File: src/source/sprite_ram.sv
`default_nettype none

module sprite_ram #(
	parameter type word_t = logic [7:0],
	parameter int  DEPTH  = 256
) (
	input  logic                     clk,
	input  logic                     we,
	input  logic [$clog2(DEPTH)-1:0] waddr,
	input  word_t                    wdata,
	input  logic [$clog2(DEPTH)-1:0] raddr,
	output word_t                    rdata
);

	word_t mem [DEPTH];

	// one write port, registered read
	always_ff @(posedge clk)
	begin
		if (we)
			mem[waddr] <= wdata;
		rdata <= mem[raddr]; // old data on same-address write
	end

	// non power of two depths leave a hole at the top
	a_waddr_range: assert property (@(posedge clk) we |-> (waddr < DEPTH))
		else $error("sprite_ram write beyond depth");

endmodule

`default_nettype wire

File: config.mk
export PLATFORM = sky130hd
export DESIGN_NAME = sprite_ram
export DESIGN_NICKNAME = d
export VERILOG_FILES = /design/src/source/sprite_ram.sv
export SDC_FILE = /design/constraint.sdc
export NUM_CORES = 2
export LEC_CHECK = 0
export BUFFER_PORTS_ARGS = -buffer_cell sky130_fd_sc_hd__clkbuf_2
export CAP_MARGIN = 0
export CORE_ASPECT_RATIO = 1.25
export CORE_UTILIZATION = 30
export DETAILED_ROUTE_END_ITERATION = 8
export PLACE_DENSITY = 0.56
export SYNTH_ARGS = -nofsm -noshare
export SYNTH_HDL_FRONTEND = slang
export SYNTH_SLANG_ARGS = --single-unit
File: constraint.sdc
create_clock -name clk -period 3.1 [get_ports clk]
set_input_delay 0.465 -clock clk [delete_from_list [all_inputs] [get_ports clk]]
set_output_delay 0.465 -clock clk [all_outputs]
set_load 0.02 [all_outputs]
==> run metrics <==
outcome finished clean; Mapped Nets 3,759; largest cells by area after synthesis edfxtp_1 77%, mux4_2 13%, mux2i_1 1.7%, nor2_1 1.3%, a22oi_1 1.3%; largest net degree at the start of global routing 109; Async S/R FF share, synth 0%; Area Overhead vs Synth 18.8%; CP peak stage delay 0.80 ns; fin crit share 89.5%; clock network fraction of design power 40.9%; vias per cell 4.98; Tmin final 2.77 ns; commonest cells after routing, fill and taps aside 2,048 x edfxtp_1, 580 x buf_4, 454 x mux4_2, 279 x nor2_1, 195 x clkbuf_16; nets@finish 4,392; endpoints failing hold 0; clock buffer depth 4; Yosys top cell area share 77.3%; die height 578 um; number of global-route vias before repair 41,523; layout cells sized above 1 31.4%; Resized cells post-CTS 0; total negative setup slack 0 ns; CORE AREA 0.264 mm2; Pre-Repair DR Iteration Count 5; Pwr Total 57.2 mW; routability congestion estimate from global placement 0.865; Post-Route WL 210,000 um; Initial Util 30.1%; Clock Tree Root clkbuf_16; Comb pwr share 5.4%; cell count of the worst hold path 1; gate family responsible for the most delay along the worst path simple AND/OR/NAND/NOR gates; global-route wire length before repair 302,000 um; H-Tree Depth 4; overall routing resource usage 15.5%; Achievable Freq 0.361 GHz; Synth Warn # 0; Layout Skew 0.0592 ns; area leader, netlist edfxtp_1; Seq pwr share 53.7%; Critical Path RT 3.78 ns; residual DRC count 0; width of the die 463 um; Synth Register Bits 2,056; ys flop type edfxtp_1; P_sw 12.1 mW; Slew headroom 31.7%; CP cell instances mux4_2 -> mux4_2 -> nor2b_1 -> nor4_1 -> buf_4 -> nor4_1; P per Cell Area 606 mW/mm2; total CTS buffers 193; num ports 34; cts hold-fix bufs 1; WS Path Type flop to flop; initial antenna violation count 18; RSZ-0062 raised after global routing no; Post-synth EDFFs 2,048; Worst setup EP type flop; Syn Area/Cell 21.3 um2; Setup Viol. Count Final 0; Crit path arrival time 3.45 ns; Hold Path Class primary input to flop; GRT overflow 0; CTS tree yes; full die area 0.267 mm2; Max FO, Critical Path 1; CP Depth 6; critical path's slowest cell nor4_1; # Max-Cap Violations 0; Max VDD drop 439 uV; Worst-Skew Late Latency 0.85 ns; I/O Buffers 33; Pleak 29.9 nW; max-slew violation count 0; Reg clk slew, reported paths 0.06 ns; hpwl dp 139,000 um; Int Power 45.1 mW; register area share after synthesis 77.5%; switch share 21.1%; Routed WL per cell 26.2 um; DRT antenna net count 0; Yosys cell types 55; crit path buf inv count 1; critical path launch point type flop; actual slew at the worst max-slew pin 1.01 ns; num rows 211; Synth Cell Area 0.0796 mm2; setup bufs post-CTS 0; via count 39,982; commonest non-fill, non-tap cell in the layout edfxtp_1; Post-Synthesis Cells 3,733; Sink Count 2,056; worst reg2reg path depth 6; Initial DRC Count 3,833
==> cells by family (layout without fill, tap and decap cells) <==
family | after synthesis | in the layout | share of synthesized area [%]
flops | 2056 | 2056 | 77.5
mux | 591 | 591 | 14.6
simple gates | 466 | 466 | 2.63
compound gates | 385 | 385 | 3.42
buf+inv | 235 | 1019 | 1.83
other cells | 0 | 3 | 0
==> final timing paths <==
path,slack (ns),start,end
max reg2reg,0.33,mem[65][4],rdata[4]
min,0.08,wdata[3],mem[240][3]
max,0.33,mem[65][4],rdata[4]
min reg2reg,1.13,mem[41][3],rdata[3]
==> per-stage QoR <==
stage               utilization [%]  setup WS, ns  hold slack, ns  std cells  cell area (um2)
global placement               33.5        -0.811           0.785       7684            88400
CTS                            35.8         0.290          0.0452       8031            94500
floorplan                         -         0.697           0.564       3733            79600
finish                         35.8         0.326          0.0757       8034            94500
detailed placement             33.5        -0.491           0.790       7684            88400
global route                   35.8         0.288          0.0620       8033            94500
==> area by class of cell <==
type,instances,area (um2)
Clock inverter,114,1100
Antenna cell,3,7.51
Timing Repair Buffer,671,5800
Tap cell,3514,4400
Inverter,2,7.51
Fill cell,24419,169000
Sequential cell,2056,61700
Clock buffer,232,5030
Multi-Input combinational cell,1442,16500
==> flip-flops by register name (all words and copies together) (netlist names) <==
signal,flops
mem,2048
rdata,8
==> per-layer routing <==
metal	routed length [um]	share of wire, %	GRT usage (%)
met1	80900	38	18.8
met4	7850	3.7	5.82
met3	10400	4.9	2.01
met2	111000	53	28.1
met5	41	0.019	0
==> cells in the mapped netlist, drive strengths merged, types with 2 or more instances <==
library cell  count
o221ai           47
dfxtp             8
clkbuf          111
o21ai            12
nand2            33
o22a              5
a22o              8
a311oi            2
nand3            34
a31oi             2
a2111oi           5
nor2b            31
o32ai             5
and3b             2
a221oi           14
o22ai            28
nor2            282
a21oi            96
nand3b            2
nor3             22
buf             122
and2              6
nand2b            8
mux4            456
a211oi           16
a22oi           133
nor4             27
or2               4
mux2i           134
o211ai           10
edfxtp         2048
nand4            10
==> power groups by stage <==
stage | logic [mW] | registers [mW] | clock network, mW
floorplan | 1.49 | 31.3 | 0
global placement | 3.13 | 31.3 | 0
detailed placement | 3.17 | 31.3 | 0
CTS | 3.17 | 30.7 | 23.9
finish | 3.12 | 30.7 | 23.4
global route | 3.29 | 30.7 | 24.8
Note: power is estimated with default switching activity, not from simulation.
