===== src/source/sprite_pkg.sv =====
`default_nettype none

package sprite_pkg;

	// ----------------------------------------------------------------------
	// sizes and timing
	// ----------------------------------------------------------------------
	localparam int NUM_SPRITES = 32;                  // sprite list length
	localparam int MEM_CREDITS = 2;                   // max reads in flight
	localparam int PIX_CYCLES  = 4;                   // clocks per shown pixel
	localparam int LINE_PIXELS = 360;                 // shown positions per line
	localparam int LB_DEPTH    = 512;                 // entries per bank
	localparam int SPR_AW      = $clog2(NUM_SPRITES); // sprite number width
	localparam int MEM_AW      = 21;                  // word address, 2M x 16

	// cfg target select
	localparam logic [1:0] CFG_SEL_ATTR = 2'd0;
	localparam logic [1:0] CFG_SEL_PAL  = 2'd1;

	// ----------------------------------------------------------------------
	// types
	// ----------------------------------------------------------------------
	typedef logic [8:0] vline_t;

	typedef enum logic [1:0] {
		CRES_OFF = 2'd0,
		CRES_4C  = 2'd1,
		CRES_16C = 2'd2,
		CRES_TC  = 2'd3
	} cres_e;

	// line buffer entry, also palette entry (opaque clear = transparent)
	typedef struct packed {
		logic       opaque;
		logic [5:0] color;
	} sl_pixel_t;

	typedef struct packed {
		logic       we;
		logic [1:0] sel;   // CFG_SEL_*
		logic [7:0] addr;
		logic [7:0] data;
	} cfg_wr_t;

	typedef struct packed {
		logic              valid;
		logic [MEM_AW-1:0] addr;
	} mem_req_t;

	typedef struct packed {
		logic        valid;
		logic [15:0] data;
	} mem_rsp_t;

	typedef struct packed {
		logic       we;
		logic       bank;
		logic [8:0] x;
		sl_pixel_t  pix;
	} lb_wr_t;

	typedef struct packed {
		logic       strobe;
		logic       en;
		logic [5:0] color;
	} pix_out_t;

endpackage

`default_nettype wire


===== src/source/sprite_line_sequencer.sv =====
`default_nettype none

module sprite_line_sequencer
	import sprite_pkg::*;
(
	input  logic   clk,
	input  logic   line_start,
	input  logic   pre_vline,
	output vline_t vline,
	output logic   render_bank,
	output logic   line_go
);

	logic armed; // line_start seen, waiting for it to drop

	always_ff @(posedge clk or posedge line_start)
	if (line_start)
	begin
		armed   <= 1'b1;
		line_go <= 1'b0;
	end
	else
	begin
		line_go <= armed; // single pulse, aligned with new vline
		armed   <= 1'b0;
	end

	// line count and bank parity survive line_start
	always_ff @(posedge clk)
		if (armed && !line_start)
		begin
			vline       <= pre_vline ? '0 : vline + 9'd1; // frame restart
			render_bank <= ~render_bank;
		end

endmodule

`default_nettype wire


===== config.mk =====
export PLATFORM = sky130hd
export DESIGN_NAME = sprite_line_sequencer
export DESIGN_NICKNAME = d
export VERILOG_FILES = /design/src/source/sprite_pkg.sv /design/src/source/sprite_line_sequencer.sv
export SDC_FILE = /design/constraint.sdc
export NUM_CORES = 1
export LEC_CHECK = 0
export BUFFER_PORTS_ARGS = -buffer_cell sky130_fd_sc_hd__buf_2
export CAP_MARGIN = 5
export CORE_AREA = 4 4 41 43
export CTS_CLUSTER_SIZE = 10
export DETAILED_ROUTE_END_ITERATION = 8
export DIE_AREA = 0 0 45 47
export GPL_ROUTABILITY_DRIVEN = 0
export HOLD_SLACK_MARGIN = 0.08
export PLACE_DENSITY_LB_ADDON = 0.05
export SLEW_MARGIN = 20
export SYNTH_ARGS = -nofsm -noshare
export SYNTH_HDL_FRONTEND = slang
export SYNTH_SLANG_ARGS = --single-unit

===== constraint.sdc =====
create_clock -name clk -period 2.1 [get_ports clk]
set_clock_uncertainty 0.05 [all_clocks]
set_input_delay 0.63 -clock clk [delete_from_list [all_inputs] [get_ports clk]]
set_output_delay 0.63 -clock clk [all_outputs]
set_load 0.1 [all_outputs]

==> impl_metrics.json, run 1 <==
{
  "outcome": "complete, no violations",
  "insertedDiodeCount": 0,
  "syn_area_um2": 547,
  "netlist.area_leader.share_pct": 54.9,
  "cpMaxStageDelayCell": "buf_2",
  "antenna_found_initial": 0,
  "yosysWarnings": 0,
  "htreeDepth": 1,
  "hold_path_class": "input pin to async pin",
  "postCtsResizedCells": 0,
  "synth-edff-count": 10,
  "r2r_cells": 4,
  "drv_cap": 0,
  "fill_cells": 133,
  "finalSetupTns_ns": 0,
  "clk_latency_ns": 0.26,
  "cts.path.max_buffers": 2,
  "ys_seq_elements": 12,
  "hold_viol": 0,
  "synth_area_leaders": "edfxtp_1 (55%), dfstp_2 (4.8%), dfrtp_1 (4.6%)",
  "r2r_start": "vline[0]",
  "fin_crit_sh_pct": 89.0,
  "start_util_pct": 42.0,
  "crit_path_max_fanout": 5,
  "ys.flop_type": "edfxtp_1",
  "die-area_um2": 2120,
  "endpoint_kind": "output port",
  "critical_path_arrival_ns": 1.19,
  "synth_top_area_cell": "edfxtp_1",
  "fin_util_pct": 51.0,
  "grt_pass1_wl_um": 1650,
  "rsz0062_at_grt": "false",
  "power.leakage_nw": 0.261,
  "die_h_um": 47,
  "fp.dieW_um": 45,
  "grt_max_degree": 11,
  "drive_gt1_share_pct": 35.5,
  "cts_hold_buf": 0,
  "crit_family": "buffers and inverters",
  "fmax_mhz": 535,
  "grt_pass1_vias": 398,
  "fp-row-count": 13,
  "postRouteAntennaNets": 0,
  "regArea_um2": 352,
  "multi_input_area_um2": 183,
  "worstPathRequired_ns": 1.42,
  "cts-root-buf": "clkbuf_4",
  "cts_tree": "built",
  "power_density_nw_per_um2": 787,
  "period_needed_ns": 1.87,
  "grt_usage_pct": 11.9,
  "yosysSeqAreaShare_pct": 64.3,
  "finalWorstSetupSlack_ns": 0.231,
  "dp_slack_ns": 0.525,
  "worstPathCellList": "buf_2",
  "drt-vias-per-instance": 4.96,
  "core_area_um2": 1300,
  "setup_viol": 0,
  "path_class": "flop to output port",
  "grt_overflow_total": 0,
  "cpPeakStageDelay_ns": 0.47,
  "slew_violations": 0,
  "drc": 0,
  "synth_cells": 45,
  "syn_nets": 49,
  "dp_hpwl_um": 826,
  "synth_async_sr_flop_share_pct": 16.7,
  "cts_buffers": 3,
  "crit_buf_inv": 1,
  "worstSetupStartpointType": "flop",
  "wl_um": 1050,
  "r2r-end": "vline[6]",
  "path_clk_slew_ns": 0.07,
  "clkSinkCount": 12,
  "io_buffers": 13,
  "first_pass_iters": 2,
  "synth_area_per_cell_um2": 12.2,
  "reg2reg_slack_ns": 0.61,
  "nets": 67,
  "drtIter0Drc": 10,
  "wire_per_inst_um": 13.6,
  "synth.distinct_cells": 20,
  "routed-via-count": 382,
  "postCtsSetupBuffers": 0,
  "ir_worst_vdd_mv": 0.422,
  "boundaryPins": 14,
  "syn_to_final_growth_pct": 21.3
}
-- final cells by class --
type	count	area share, %
well taps	15	2.83
inverters	3	1.70
clock buffers	4	3.96
multi-input cells	29	27.5
flip-flops and latches	12	53.0
repair buffers	14	10.9
-- synthesized netlist by cell type, types with 2 or more instances --
library cell	instances
xnor2_1	2
edfxtp_1	10
or3_1	4
nor2_1	4
a21oi_1	4
o21ai_0	4
nor2b_1	2
inv_1	3
-- logic make-up after synthesis --
logic type | after synthesis | synth area share, %
buffers and inverters | 4 | 2.75
adder cells (fa/ha/maj) | 1 | 2.29
flip-flops | 12 | 64.3
other | 1 | 0.686
AO/OA/AOI/OAI | 8 | 7.32
AND/OR/NAND/NOR | 16 | 17.8
XOR/XNOR | 3 | 4.81
-- registers in the layout, summed over array words and instances, names as in the netlist --
register,cells
armed,1
line_go,1
render_bank,1
vline,9
-- worst max path at each step --
stage / from / end / slack (ns) / depth (start not counted)
finish: vline[2] / vline[2] / 0.23 / 1
global route: vline[2] / vline[2] / 0.16 / 1
CTS: vline[2] / vline[2] / 0.22 / 1
detailed placement: vline[3] / vline[3] / 0.52 / 1
global placement: vline[4] / vline[4] / 0.53 / 1
floorplan: vline[0] / vline[6] / -0.03 / 4
-- placed cells by master, fill, tap and decap left out --
cell type and count:
buf_2 13, xnor2_1 2, clkbuf_4 3, clkbuf_1 1, nor2b_1 2, nand2_1 1
dfstp_2 1, or3_1 4, inv_1 3, a21oi_1 4, o21ai_0 4, buf_4 1
nand4_1 1, nand3_1 1, ha_2 1, nor2_1 4, edfxtp_1 10, nand3_2 1
xor2_1 1, conb_1 1, nand4_2 1, and3_2 1, dfrtp_1 1
-- layer usage --
layer  vias to the layer above  global-route usage, %  part of all wire [%]
met5                         -                      0                     0
met4                         0                   10.5                   2.0
met3                         2                   3.83                   7.7
met2                        12                   20.9                    51
met1                       175                   11.1                    39
li1                        193                      -                     -
-- per-stage QoR --
stage          hold WS, ns  cells  total power [mW]  area [µm²]
2_1_floorplan        0.320     45             0.370         549
3_3_place_gp         0.340     73             0.386         637
3_5_place_dp         0.344     73             0.389         637
4_1_cts              0.160     77             0.532         663
5_1_grt              0.159     77             0.550         663
6_report             0.172     77             0.522         663
-- report_power, final --
part	internal (mW)	switching, mW
logic	0.0172	0.0847
clock network	0.0733	0.0649
registers	0.272	0.0103
total	0.362	0.160
Note: power is estimated with default switching activity, not from simulation.
==> inputs of run 2 (changes only) <==
Settings changed: CORE_AREA 4 4 41 43 to unset, CORE_MARGIN set to 4, CORE_UTILIZATION set to 35, DIE_AREA 0 0 45 47 to unset.
==> impl_metrics.json, run 2 (same netlist as run 1, synthesis figures left out) <==
{
  "outcome": "complete, no violations",
  "fp.dieW_um": 47.5,
  "boundaryPins": 14,
  "power.leakage_nw": 0.267,
  "r2r_start": "vline[0]",
  "p_int_mw": 0.393,
  "cts-root-buf": "clkbuf_4",
  "largest-register": "vline",
  "drt-vias-per-instance": 5.12,
  "reg2reg_slack_ns": 0.66,
  "slew_violations": 0,
  "postCtsSetupBuffers": 0,
  "core_area_um2": 1490,
  "use_met3_pct": 3.38,
  "grt_max_degree": 11,
  "use_met1_pct": 10.0,
  "cpMaxStageDelayCell": "buf_2",
  "first_pass_iters": 2,
  "clkSinkCount": 12,
  "cts_buffers": 3,
  "switchingPower_mw": 0.170,
  "htreeDepth": 1,
  "cpPeakStageDelay_ns": 0.47,
  "worstPathCellList": "buf_2",
  "grt.busiest_layer": "met2",
  "crit_end": "vline[4]",
  "fmax_mhz": 531,
  "cts_hold_buf": 0,
  "dp_hpwl_um": 768,
  "setup_viol": 0,
  "ir_worst_vdd_mv": 0.323,
  "power_density_nw_per_um2": 836,
  "hold_viol": 0,
  "critical_path_arrival_ns": 1.20,
  "nets": 67,
  "crit_buf_inv": 1,
  "routed-via-count": 399,
  "postRouteAntennaNets": 0,
  "holdWs_ns": 0.152,
  "power_frac_seq_pct": 49.9,
  "cts_tree": "built",
  "total_power_mw": 0.564,
  "wl_um": 1010,
  "period_needed_ns": 1.88,
  "grt_overflow_total": 0,
  "die_h_um": 47.5,
  "r2r_cells": 4,
  "crit_family": "buffers and inverters",
  "drc": 0,
  "power_frac_comb_pct": 17.9,
  "grt_pass1_wl_um": 1460,
  "p_clk_share_pct": 32.2,
  "crit_path_max_fanout": 6,
  "clk_latency_ns": 0.27,
  "worstPathRequired_ns": 1.42,
  "cts.path.max_buffers": 2,
  "final_common_cell": "buf_2",
  "wire_per_inst_um": 12.9,
  "drive_gt1_share_pct": 37.1,
  "fin_crit_sh_pct": 89.7,
  "antenna_found_initial": 0,
  "fill_cells": 136,
  "worstSetupStartpointType": "flop",
  "path_clk_slew_ns": 0.08,
  "path_class": "flop to output port",
  "crit_cells": 1,
  "drv_cap": 0,
  "largest_reg_flops": 9,
  "grt_usage_pct": 10.1,
  "mostFrequentLayoutCells": "buf_2 (13), edfxtp_1 (10)",
  "r2r-end": "vline[8]",
  "drtIter0Drc": 5,
  "rsz0062_at_grt": "false",
  "endpoint_kind": "output port",
  "grtUsageMet2_pct": 16.8,
  "startpoint": "vline[4]",
  "swShare_pct": 30.2,
  "grt_pass1_vias": 353,
  "postCtsResizedCells": 0,
  "syn_to_final_growth_pct": 23.3,
  "start_util_pct": 36.7,
  "insertedDiodeCount": 0,
  "io_buffers": 13,
  "fp-row-count": 14,
  "hold_path_class": "input pin to async pin",
  "die-area_um2": 2260
}
## run 2: cell counts in the layout (fill, tap and decap cells not counted)
Identical to the previous run, type by type.
## run 2: metal layers
metal / vias to the layer above / part of all wire (%)
met5: - / 0
met4: 0 / 0.99
met3: 2 / 4.7
met2: 8 / 51
met1: 197 / 43
li1: 192 / -
## run 2: worst min path at each step
stage / start / to / slack [ns] / depth (start not counted)
2_1_floorplan: line_start / line_go / 0.32 / 1
3_3_place_gp: armed / line_go / 0.34 / 0
3_5_place_dp: armed / line_go / 0.34 / 0
4_1_cts: line_start / line_go / 0.15 / 2
5_1_grt: line_start / line_go / 0.15 / 2
6_report: line_start / line_go / 0.15 / 2
## run 2: per-stage QoR
stage                     setup TNS (ns)  utilization, %  setup WS [ns]  area, µm²  std cells
after global routing                   0            45.3          0.169        674         78
after detailed placement               0            42.9          0.517        638         74
after floorplan                  -0.0524               -        -0.0263        549         45
final                                  0            45.3          0.216        674         78
after global placement                 0            42.9          0.550        638         74
after CTS                              0            45.3          0.219        674         78
## run 2: area by class of cell
type                       instances  area [µm²]  share of cell area (%)
clock buffer                       4        36.3                    5.38
inverter                           3        11.3                    1.67
multi-input combinational         29         183                    27.1
sequential                        12         352                    52.1
tap                               16        20.0                    2.97
timing repair buffer              14        72.6                    10.8
## run 2: power by group through the flow
stage               Clock, mW  Combinational [mW]  Sequential [mW]
floorplan                   0              0.0188            0.351
global placement            0              0.0999            0.285
global route            0.201               0.105            0.283
CTS                     0.187               0.102            0.282
finish                  0.182               0.101            0.282
detailed placement          0               0.101            0.287
