File: src/source/sprite_pkg.sv
`default_nettype none

package sprite_pkg;

	// ----------------------------------------------------------------------
	// sizes and timing
	// ----------------------------------------------------------------------
	localparam int NUM_SPRITES = 32;                  // sprite list length
	localparam int MEM_CREDITS = 2;                   // max reads in flight
	localparam int PIX_CYCLES  = 4;                   // clocks per shown pixel
	localparam int LINE_PIXELS = 360;                 // shown positions per line
	localparam int LB_DEPTH    = 512;                 // entries per bank
	localparam int SPR_AW      = $clog2(NUM_SPRITES); // sprite number width
	localparam int MEM_AW      = 21;                  // word address, 2M x 16

	// cfg target select
	localparam logic [1:0] CFG_SEL_ATTR = 2'd0;
	localparam logic [1:0] CFG_SEL_PAL  = 2'd1;

	// ----------------------------------------------------------------------
	// types
	// ----------------------------------------------------------------------
	typedef logic [8:0] vline_t;

	typedef enum logic [1:0] {
		CRES_OFF = 2'd0,
		CRES_4C  = 2'd1,
		CRES_16C = 2'd2,
		CRES_TC  = 2'd3
	} cres_e;

	// line buffer entry, also palette entry (opaque clear = transparent)
	typedef struct packed {
		logic       opaque;
		logic [5:0] color;
	} sl_pixel_t;

	typedef struct packed {
		logic       we;
		logic [1:0] sel;   // CFG_SEL_*
		logic [7:0] addr;
		logic [7:0] data;
	} cfg_wr_t;

	typedef struct packed {
		logic              valid;
		logic [MEM_AW-1:0] addr;
	} mem_req_t;

	typedef struct packed {
		logic        valid;
		logic [15:0] data;
	} mem_rsp_t;

	typedef struct packed {
		logic       we;
		logic       bank;
		logic [8:0] x;
		sl_pixel_t  pix;
	} lb_wr_t;

	typedef struct packed {
		logic       strobe;
		logic       en;
		logic [5:0] color;
	} pix_out_t;

endpackage

`default_nettype wire

File: src/source/sprite_engine.sv
`default_nettype none

module sprite_engine
	import sprite_pkg::*;
(
	input  logic              clk,
	input  logic              line_start,
	input  logic              line_go,
	input  vline_t            vline,
	input  logic              render_bank,
	output logic [7:0]        attr_raddr,
	input  logic [7:0]        attr_rdata,
	output logic [7:0]        pal_raddr,
	input  sl_pixel_t         pal_rdata,
	output logic [SPR_AW-1:0] offs_raddr,
	output logic [SPR_AW-1:0] offs_waddr,
	input  logic [MEM_AW-1:0] offs_rdata,
	output logic              offs_we,
	output logic [MEM_AW-1:0] offs_wdata,
	output mem_req_t          mem_req,
	input  mem_rsp_t          mem_rsp,
	output lb_wr_t            lb_wr,
	output logic              render_busy
);

	localparam int CW = $clog2(MEM_CREDITS + 1);
	localparam int RW = $clog2(MEM_CREDITS);

	typedef enum logic [2:0] {S_IDLE, S_RD, S_CHECK, S_SETUP, S_FETCH} state_e;

	state_e            state;
	logic [SPR_AW-1:0] num;      // sprite being walked
	logic [3:0]        rd_cnt;   // attribute byte counter, 0..8
	logic [7:0][7:0]   ab;       // attribute bytes of this sprite

	logic [8:0]        spr_x, spr_y;
	logic [6:0]        spr_w, spr_h;
	logic [5:0]        pal_base;
	cres_e             cres;
	logic [MEM_AW-1:0] spr_base;
	logic              vis, last_spr, next_spr, spr_done;

	logic [MEM_AW-1:0] offs, req_addr;
	logic [6:0]        req_left;  // words still to request
	logic [CW-1:0]     credits, rx_cnt;
	logic [RW-1:0]     rx_wp, rx_rp;
	logic [15:0]       rx_buf [MEM_CREDITS];
	logic              req_fire, rx_pop, emit;
	logic [15:0]       sh;        // unpack shifter, msb pixel first
	logic [3:0]        pix_left, ppw, bpp;
	logic [8:0]        x_cur;

	logic              p1_valid, p1_tc;
	logic [8:0]        p1_x;
	sl_pixel_t         p1_tcpix, px;

	// ----------------------------------------------------------------------
	// attribute decode
	// ----------------------------------------------------------------------
	assign spr_x    = {ab[1][7], ab[0]};
	assign spr_w    = ab[1][6:0];
	assign spr_y    = {ab[3][7], ab[2]};
	assign spr_h    = ab[3][6:0];          // in units of 4 lines
	assign pal_base = ab[4][7:2];
	assign cres     = cres_e'(ab[4][1:0]);
	assign spr_base = {ab[7][4:0], ab[6], ab[5]};
	assign vis      = (vline >= spr_y) &&
	                  ({1'b0, vline} < ({1'b0, spr_y} + {1'b0, spr_h, 2'b00}));

	assign attr_raddr = {num, rd_cnt[2:0]};
	assign offs_raddr = num;
	assign offs_waddr = num;
	assign offs_we    = (state == S_SETUP);
	assign offs_wdata = offs + MEM_AW'(spr_w); // next line starts here

	// fetch and unpack handshakes
	assign req_fire = (state == S_FETCH) && (req_left != '0) && (rx_cnt < credits);
	assign mem_req  = '{valid: req_fire, addr: req_addr};
	assign emit     = (pix_left != '0);
	assign rx_pop   = (state == S_FETCH) && (rx_cnt != '0) && (pix_left <= 4'd1);
	assign last_spr = (num == SPR_AW'(NUM_SPRITES - 1));
	assign spr_done = (req_left == '0) && (credits == CW'(MEM_CREDITS)) &&
	                  (rx_cnt == '0) && !emit;
	assign next_spr = ((state == S_CHECK) && ((cres == CRES_OFF) || !vis)) ||
	                  ((state == S_FETCH) && spr_done);

	// pixels per word, bits per pixel, palette index
	always_comb
		case (cres)
			CRES_4C:
			begin
				ppw       = 4'd8;
				bpp       = 4'd2;
				pal_raddr = {pal_base, sh[15:14]};
			end
			CRES_16C:
			begin
				ppw       = 4'd4;
				bpp       = 4'd4;
				pal_raddr = {pal_base[5:2], sh[15:12]};
			end
			default:
			begin
				ppw       = 4'd2;            // true colour, no palette
				bpp       = 4'd8;
				pal_raddr = {pal_base, sh[15:14]};
			end
		endcase

	// ----------------------------------------------------------------------
	// sprite walk FSM
	// ----------------------------------------------------------------------
	always_ff @(posedge clk or posedge line_start)
	if (line_start)
	begin
		state  <= S_IDLE; // abort unfinished render
		num    <= '0;
		rd_cnt <= '0;
	end
	else if (next_spr)
	begin
		num    <= num + 1'b1;
		rd_cnt <= '0;
		state  <= last_spr ? S_IDLE : S_RD;
	end
	else
		case (state)
			S_IDLE:
				if (line_go)
				begin
					num    <= '0;
					rd_cnt <= '0;
					state  <= S_RD;
				end
			S_RD:
			begin
				rd_cnt <= rd_cnt + 4'd1;
				if (rd_cnt == 4'd8)
					state <= S_CHECK;
			end
			S_CHECK: state <= S_SETUP;  // visible, not off
			S_SETUP: state <= S_FETCH;
			default: state <= state;    // S_FETCH until spr_done
		endcase

	// ----------------------------------------------------------------------
	// credits, rx fifo, counters
	// ----------------------------------------------------------------------
	always_ff @(posedge clk or posedge line_start)
	if (line_start)
	begin
		credits  <= CW'(MEM_CREDITS);
		rx_cnt   <= '0;
		rx_wp    <= '0;
		rx_rp    <= '0;
		req_left <= '0;
		pix_left <= '0;
		p1_valid <= 1'b0;
	end
	else
	begin
		credits <= credits - CW'(req_fire) + CW'(mem_rsp.valid);
		rx_cnt  <= rx_cnt + CW'(mem_rsp.valid) - CW'(rx_pop);
		if (mem_rsp.valid)
			rx_wp <= rx_wp + 1'b1;
		if (rx_pop)
			rx_rp <= rx_rp + 1'b1;
		if (state == S_SETUP)
			req_left <= spr_w;
		else if (req_fire)
			req_left <= req_left - 7'd1;
		if (rx_pop)
			pix_left <= ppw;             // next word, back to back
		else if (emit)
			pix_left <= pix_left - 4'd1;
		p1_valid <= emit;
	end

	// datapath
	always_ff @(posedge clk)
	begin
		if ((state == S_RD) && (rd_cnt != 4'd0))
			ab[3'(rd_cnt - 4'd1)] <= attr_rdata; // byte addressed last clock
		if (mem_rsp.valid)
			rx_buf[rx_wp] <= mem_rsp.data;
		if (state == S_CHECK)
			offs <= (vline == spr_y) ? '0 : offs_rdata; // first line restarts
		if (state == S_SETUP)
		begin
			req_addr <= spr_base + offs;
			x_cur    <= spr_x;
		end
		else
		begin
			if (req_fire)
				req_addr <= req_addr + 1'b1;
			if (emit)
				x_cur <= x_cur + 9'd1;         // wraps at 512
		end
		if (rx_pop)
			sh <= rx_buf[rx_rp];
		else if (emit)
			sh <= sh << bpp;
		p1_x     <= x_cur;
		p1_tc    <= (cres == CRES_TC);
		p1_tcpix <= sl_pixel_t'(sh[14:8]);   // high byte first
	end

	// stage 1, palette data is back
	assign px          = p1_tc ? p1_tcpix : pal_rdata;
	assign lb_wr       = '{we: p1_valid && px.opaque, bank: render_bank, x: p1_x, pix: px};
	assign render_busy = (state != S_IDLE) || p1_valid;

	// every response hands back a credit that a request spent
	a_credit: assert property (@(posedge clk) disable iff (line_start)
		mem_rsp.valid |-> (credits != CW'(MEM_CREDITS)))
		else $error("memory response with no read outstanding");

endmodule

`default_nettype wire

File: config.mk
export PLATFORM = sky130hd
export DESIGN_NAME = sprite_engine
export DESIGN_NICKNAME = d
export VERILOG_FILES = /design/src/source/sprite_pkg.sv /design/src/source/sprite_engine.sv
export SDC_FILE = /design/constraint.sdc
export NUM_CORES = 1
export LEC_CHECK = 0
export BUFFER_PORTS_ARGS = -buffer_cell sky130_fd_sc_hd__buf_2
export CORE_MARGIN = 2
export CORE_UTILIZATION = 63
export DETAILED_ROUTE_END_ITERATION = 6
export PLACE_DENSITY = 0.95
export SKIP_LAST_GASP = 1
export SYNTH_ARGS = -nofsm -noshare
export SYNTH_HDL_FRONTEND = slang
export SYNTH_SLANG_ARGS = --single-unit
File: constraint.sdc
create_clock -name clk -period 8.7 [get_ports clk]
set_clock_uncertainty 0.05 [all_clocks]
set_input_delay 0.87 -clock clk [delete_from_list [all_inputs] [get_ports clk]]
set_output_delay 0.87 -clock clk [all_outputs]
set_load 0.005 [all_outputs]
==> out/qor.log <==
[route] via density per instance 6.181
[clock_network] clock slew at reported path FFs 0.06 ns
[route] number of detailed-route iterations in the first pass 6
[run] max-cap violations 0
[layout] Layout Cells excl Fill 1,350
[synth] total nets after synthesis 1,113
[clock_network] CTS root buf clkbuf_16
[global_routing] number of antenna violations at the first check in global routing 1
[setup_path] Crit Path Category reg2out
[min_path] hold crit path type reg2reg
[synth] part of the Yosys area used for sequential elements 52.80%
[synth] top-area cell type share of the netlist area 43.02%
[pwr] Worst IR Drop VDD 0.2479 mV
[clock_network] setup repair bufs after CTS 0
[synth] Async S/R FF share, synth 14.49%
[global_routing] pin count of the biggest net entering global routing 52
[synth] total of flip-flops plus latches after synthesis 207
[timing] time the final worst path needs with I/O delays and setup 4.065 ns
[timing] actual transition at the worst max-transition pin 1.182 ns
[route] Starting DRT DRC Count 867
[placement] dpl hpwl 18.02 mm
[synth] Cells after Synth 975
[die] initial cell density of the core 64.57%
[timing] aggregate negative setup slack 0 ns
[setup_path] critical path endpoint category primary output
[timing] unrepaired setup endpoints after global routing no
[synth] post-synthesis instance area 11,170 um2
[synth] Synth Flop Type edfxtp_1
[clock_network] Max Root-Sink Buffers 3
[route] DR vias 8,344
[timing] Slew Limit Fails 0
[die] horizontal die dimension 137.1 um
[synth] number of distinct library cells after synthesis 80
[die] die outline area 18,810 um2
[pwr] ratio of total power to cell area 269.5 nW/um2
[placement] cell count after placement 1,309
[setup_path] Top Family by Delay on Critical Path simple AND/OR/NAND/NOR gates
[timing] count of endpoints failing hold in the final timing report 0
[synth] commonest cells in the netlist edfxtp_1, nand2_1, ha_1
[layout] Synth-to-Final Area Change 13.78%
[placement] Port-buffer cells 152
[setup_path] maximum single-stage delay on the critical path 0.52 ns
[setup_path] cells along the critical path ha_1, inv_1, fa_1, nor2b_1, o21a_1, o21a_1, o21ai_0, nor4b_1, xor2_1, buf_2
[synth] mean post-synth cell area 11.45 um2
[clock_network] clock tree from TritonCTS built
[timing] highest attainable clock frequency 246.0 MHz
[timing] final setup violating endpoints 0
[setup_path] CP max stage cell nor4b_1
[timing] worst hold slack 0.3422 ns
[clock_network] hold_buf cts 0
[setup_path] worst path required time 7.78 ns
[timing] share of the clock period used by the worst path after layout 46.73%
[route] post-detailed-route wirelength per cell 19.75 um
[clock_network] Sink Count 207
[synth] Ys Warns 0
[layout] number of nets in the final layout 1,246
[synth] number of synthesized flops with an enable pin 160
[pwr] leakage power of the design 5.220 nW
[setup_path] type of origin of the critical path register
[pwr] sum of internal, switching and leakage power 3.424 mW
[route] Routed Antenna Nets 0
[route] DR DRC count 0
[synth] top area cells in the synthesized netlist edfxtp_1, ha_1, dfrtp_1
[global_routing] vias in the first global route 7,993
[global_routing] Total Routing Usage GR 28.39%
[clock_network] post-cts resize count 0
[synth] most instantiated library cell after synthesis edfxtp_1
[global_routing] global-route wire length before repair 41.33 mm
[layout] layout cells sized above 1 20.46%
[status] outcome finished, final reports clean
[setup_path] total buffers and inverters traversed by the critical path 2
[synth] area leader, netlist edfxtp_1
[global_routing] total gr overflow 0
[placement] gp weighted congestion 0.9102
[setup_path] critical path's most frequent cell o21a_1
[clock_network] source-to-sink clock delay at the later pin of the worst-skew pair 0.51 ns
[setup_path] Crit path arrival time 3.15 ns
[setup_path] crit path max fanout 4
[clock_network] H-Tree Level Count 1
[die] count of standard-cell rows 48
[die] number of I/O pins 155
[route] WL final 26.66 mm
[die] Core Footprint 17,300 um2
[clock_network] number of buffers inserted during clock tree synthesis 22
[die] Vert. Die Dim 137.1 um
[timing] worst max-slew margin expressed relative to the limit 21.23%
[layout by cell type (no fill, tap or decap), types with 15 or more instances in the layout]
cell type / n
xnor2_1: 39
mux2i_1: 32
nor2_1: 54
nor2b_1: 38
nor3_1: 17
a21oi_1: 40
buf_2: 152
o21ai_0: 48
dfxtp_1: 17
nand2_1: 74
ha_1: 69
inv_1: 46
a21o_1: 15
nand3_1: 34
xor2_1: 33
dfrtp_1: 29
edfxtp_1: 160
clkbuf_16: 23
[registers in the layout, summed over array words and instances, names as in the netlist, 5 cells and up]
register and cells:
ab 61, offs 21, req_addr 21, p1_tcpix 7
p1_x 9, x_cur 9, offs_raddr 5, sh 16
req_left 7, rx_buf 32
[worst paths after layout]
path                       slack, ns              to  depth (start not counted)  startpoint
min in group asynchronous       0.38        p1_valid                          3  line_start
setup / recovery                4.63  offs_wdata[20]                         10       ab[8]
max in group asynchronous       7.90      credits[1]                          3  line_start
hold / removal                  0.34         p1_x[8]                          0    x_cur[8]
setup reg to reg                4.97       rd_cnt[1]                         13      ab[18]
hold reg to reg                 0.34         p1_x[8]                          0    x_cur[8]
[cells by family after synthesis]
kind of cell	synth area share [%]
mux	4.179
fa+ha+maj	8.268
xor+xnor	5.646
compound gates	11.23
flops	52.80
buf+inv	4.112
simple gates	13.77
[stage by stage]
stage	utilization, %	cell area (um2)	setup WS [ns]
floorplan	-	11170	5.371
CTS	73.45	12700	4.688
global placement	69.34	11990	5.228
finish	73.47	12710	4.635
detailed placement	69.34	11990	5.100
global route	73.47	12710	4.512
[power breakdown]
group	switching (mW)	leakage (nW)	internal, mW
clock	0.368	0.345	0.550
combinational	0.518	2.88	0.384
sequential	0.212	1.99	1.39
[routing by layer]
| layer | up-vias | track usage (%) | wire (um) |
|---|---|---|---|
| met4 | 0 | 9.565 | 959 |
| met5 | - | 0 | 0 |
| met1 | 3940 | 37.04 | 10260 |
| met2 | 489 | 48.87 | 13100 |
| li1 | 3822 | - | - |
| met3 | 93 | 4.074 | 2342 |
[layout make-up]
type | count | area [um2]
clock buffer | 36 | 664.4
timing repair buffer | 160 | 820.8
clock inverter | 4 | 47.55
inverter | 48 | 181.4
tap | 225 | 281.5
multi-input combinational | 669 | 4812
sequential | 207 | 5897
antenna | 1 | 2.502
fill | 1085 | 4589
(Power assumes the default switching activity.)
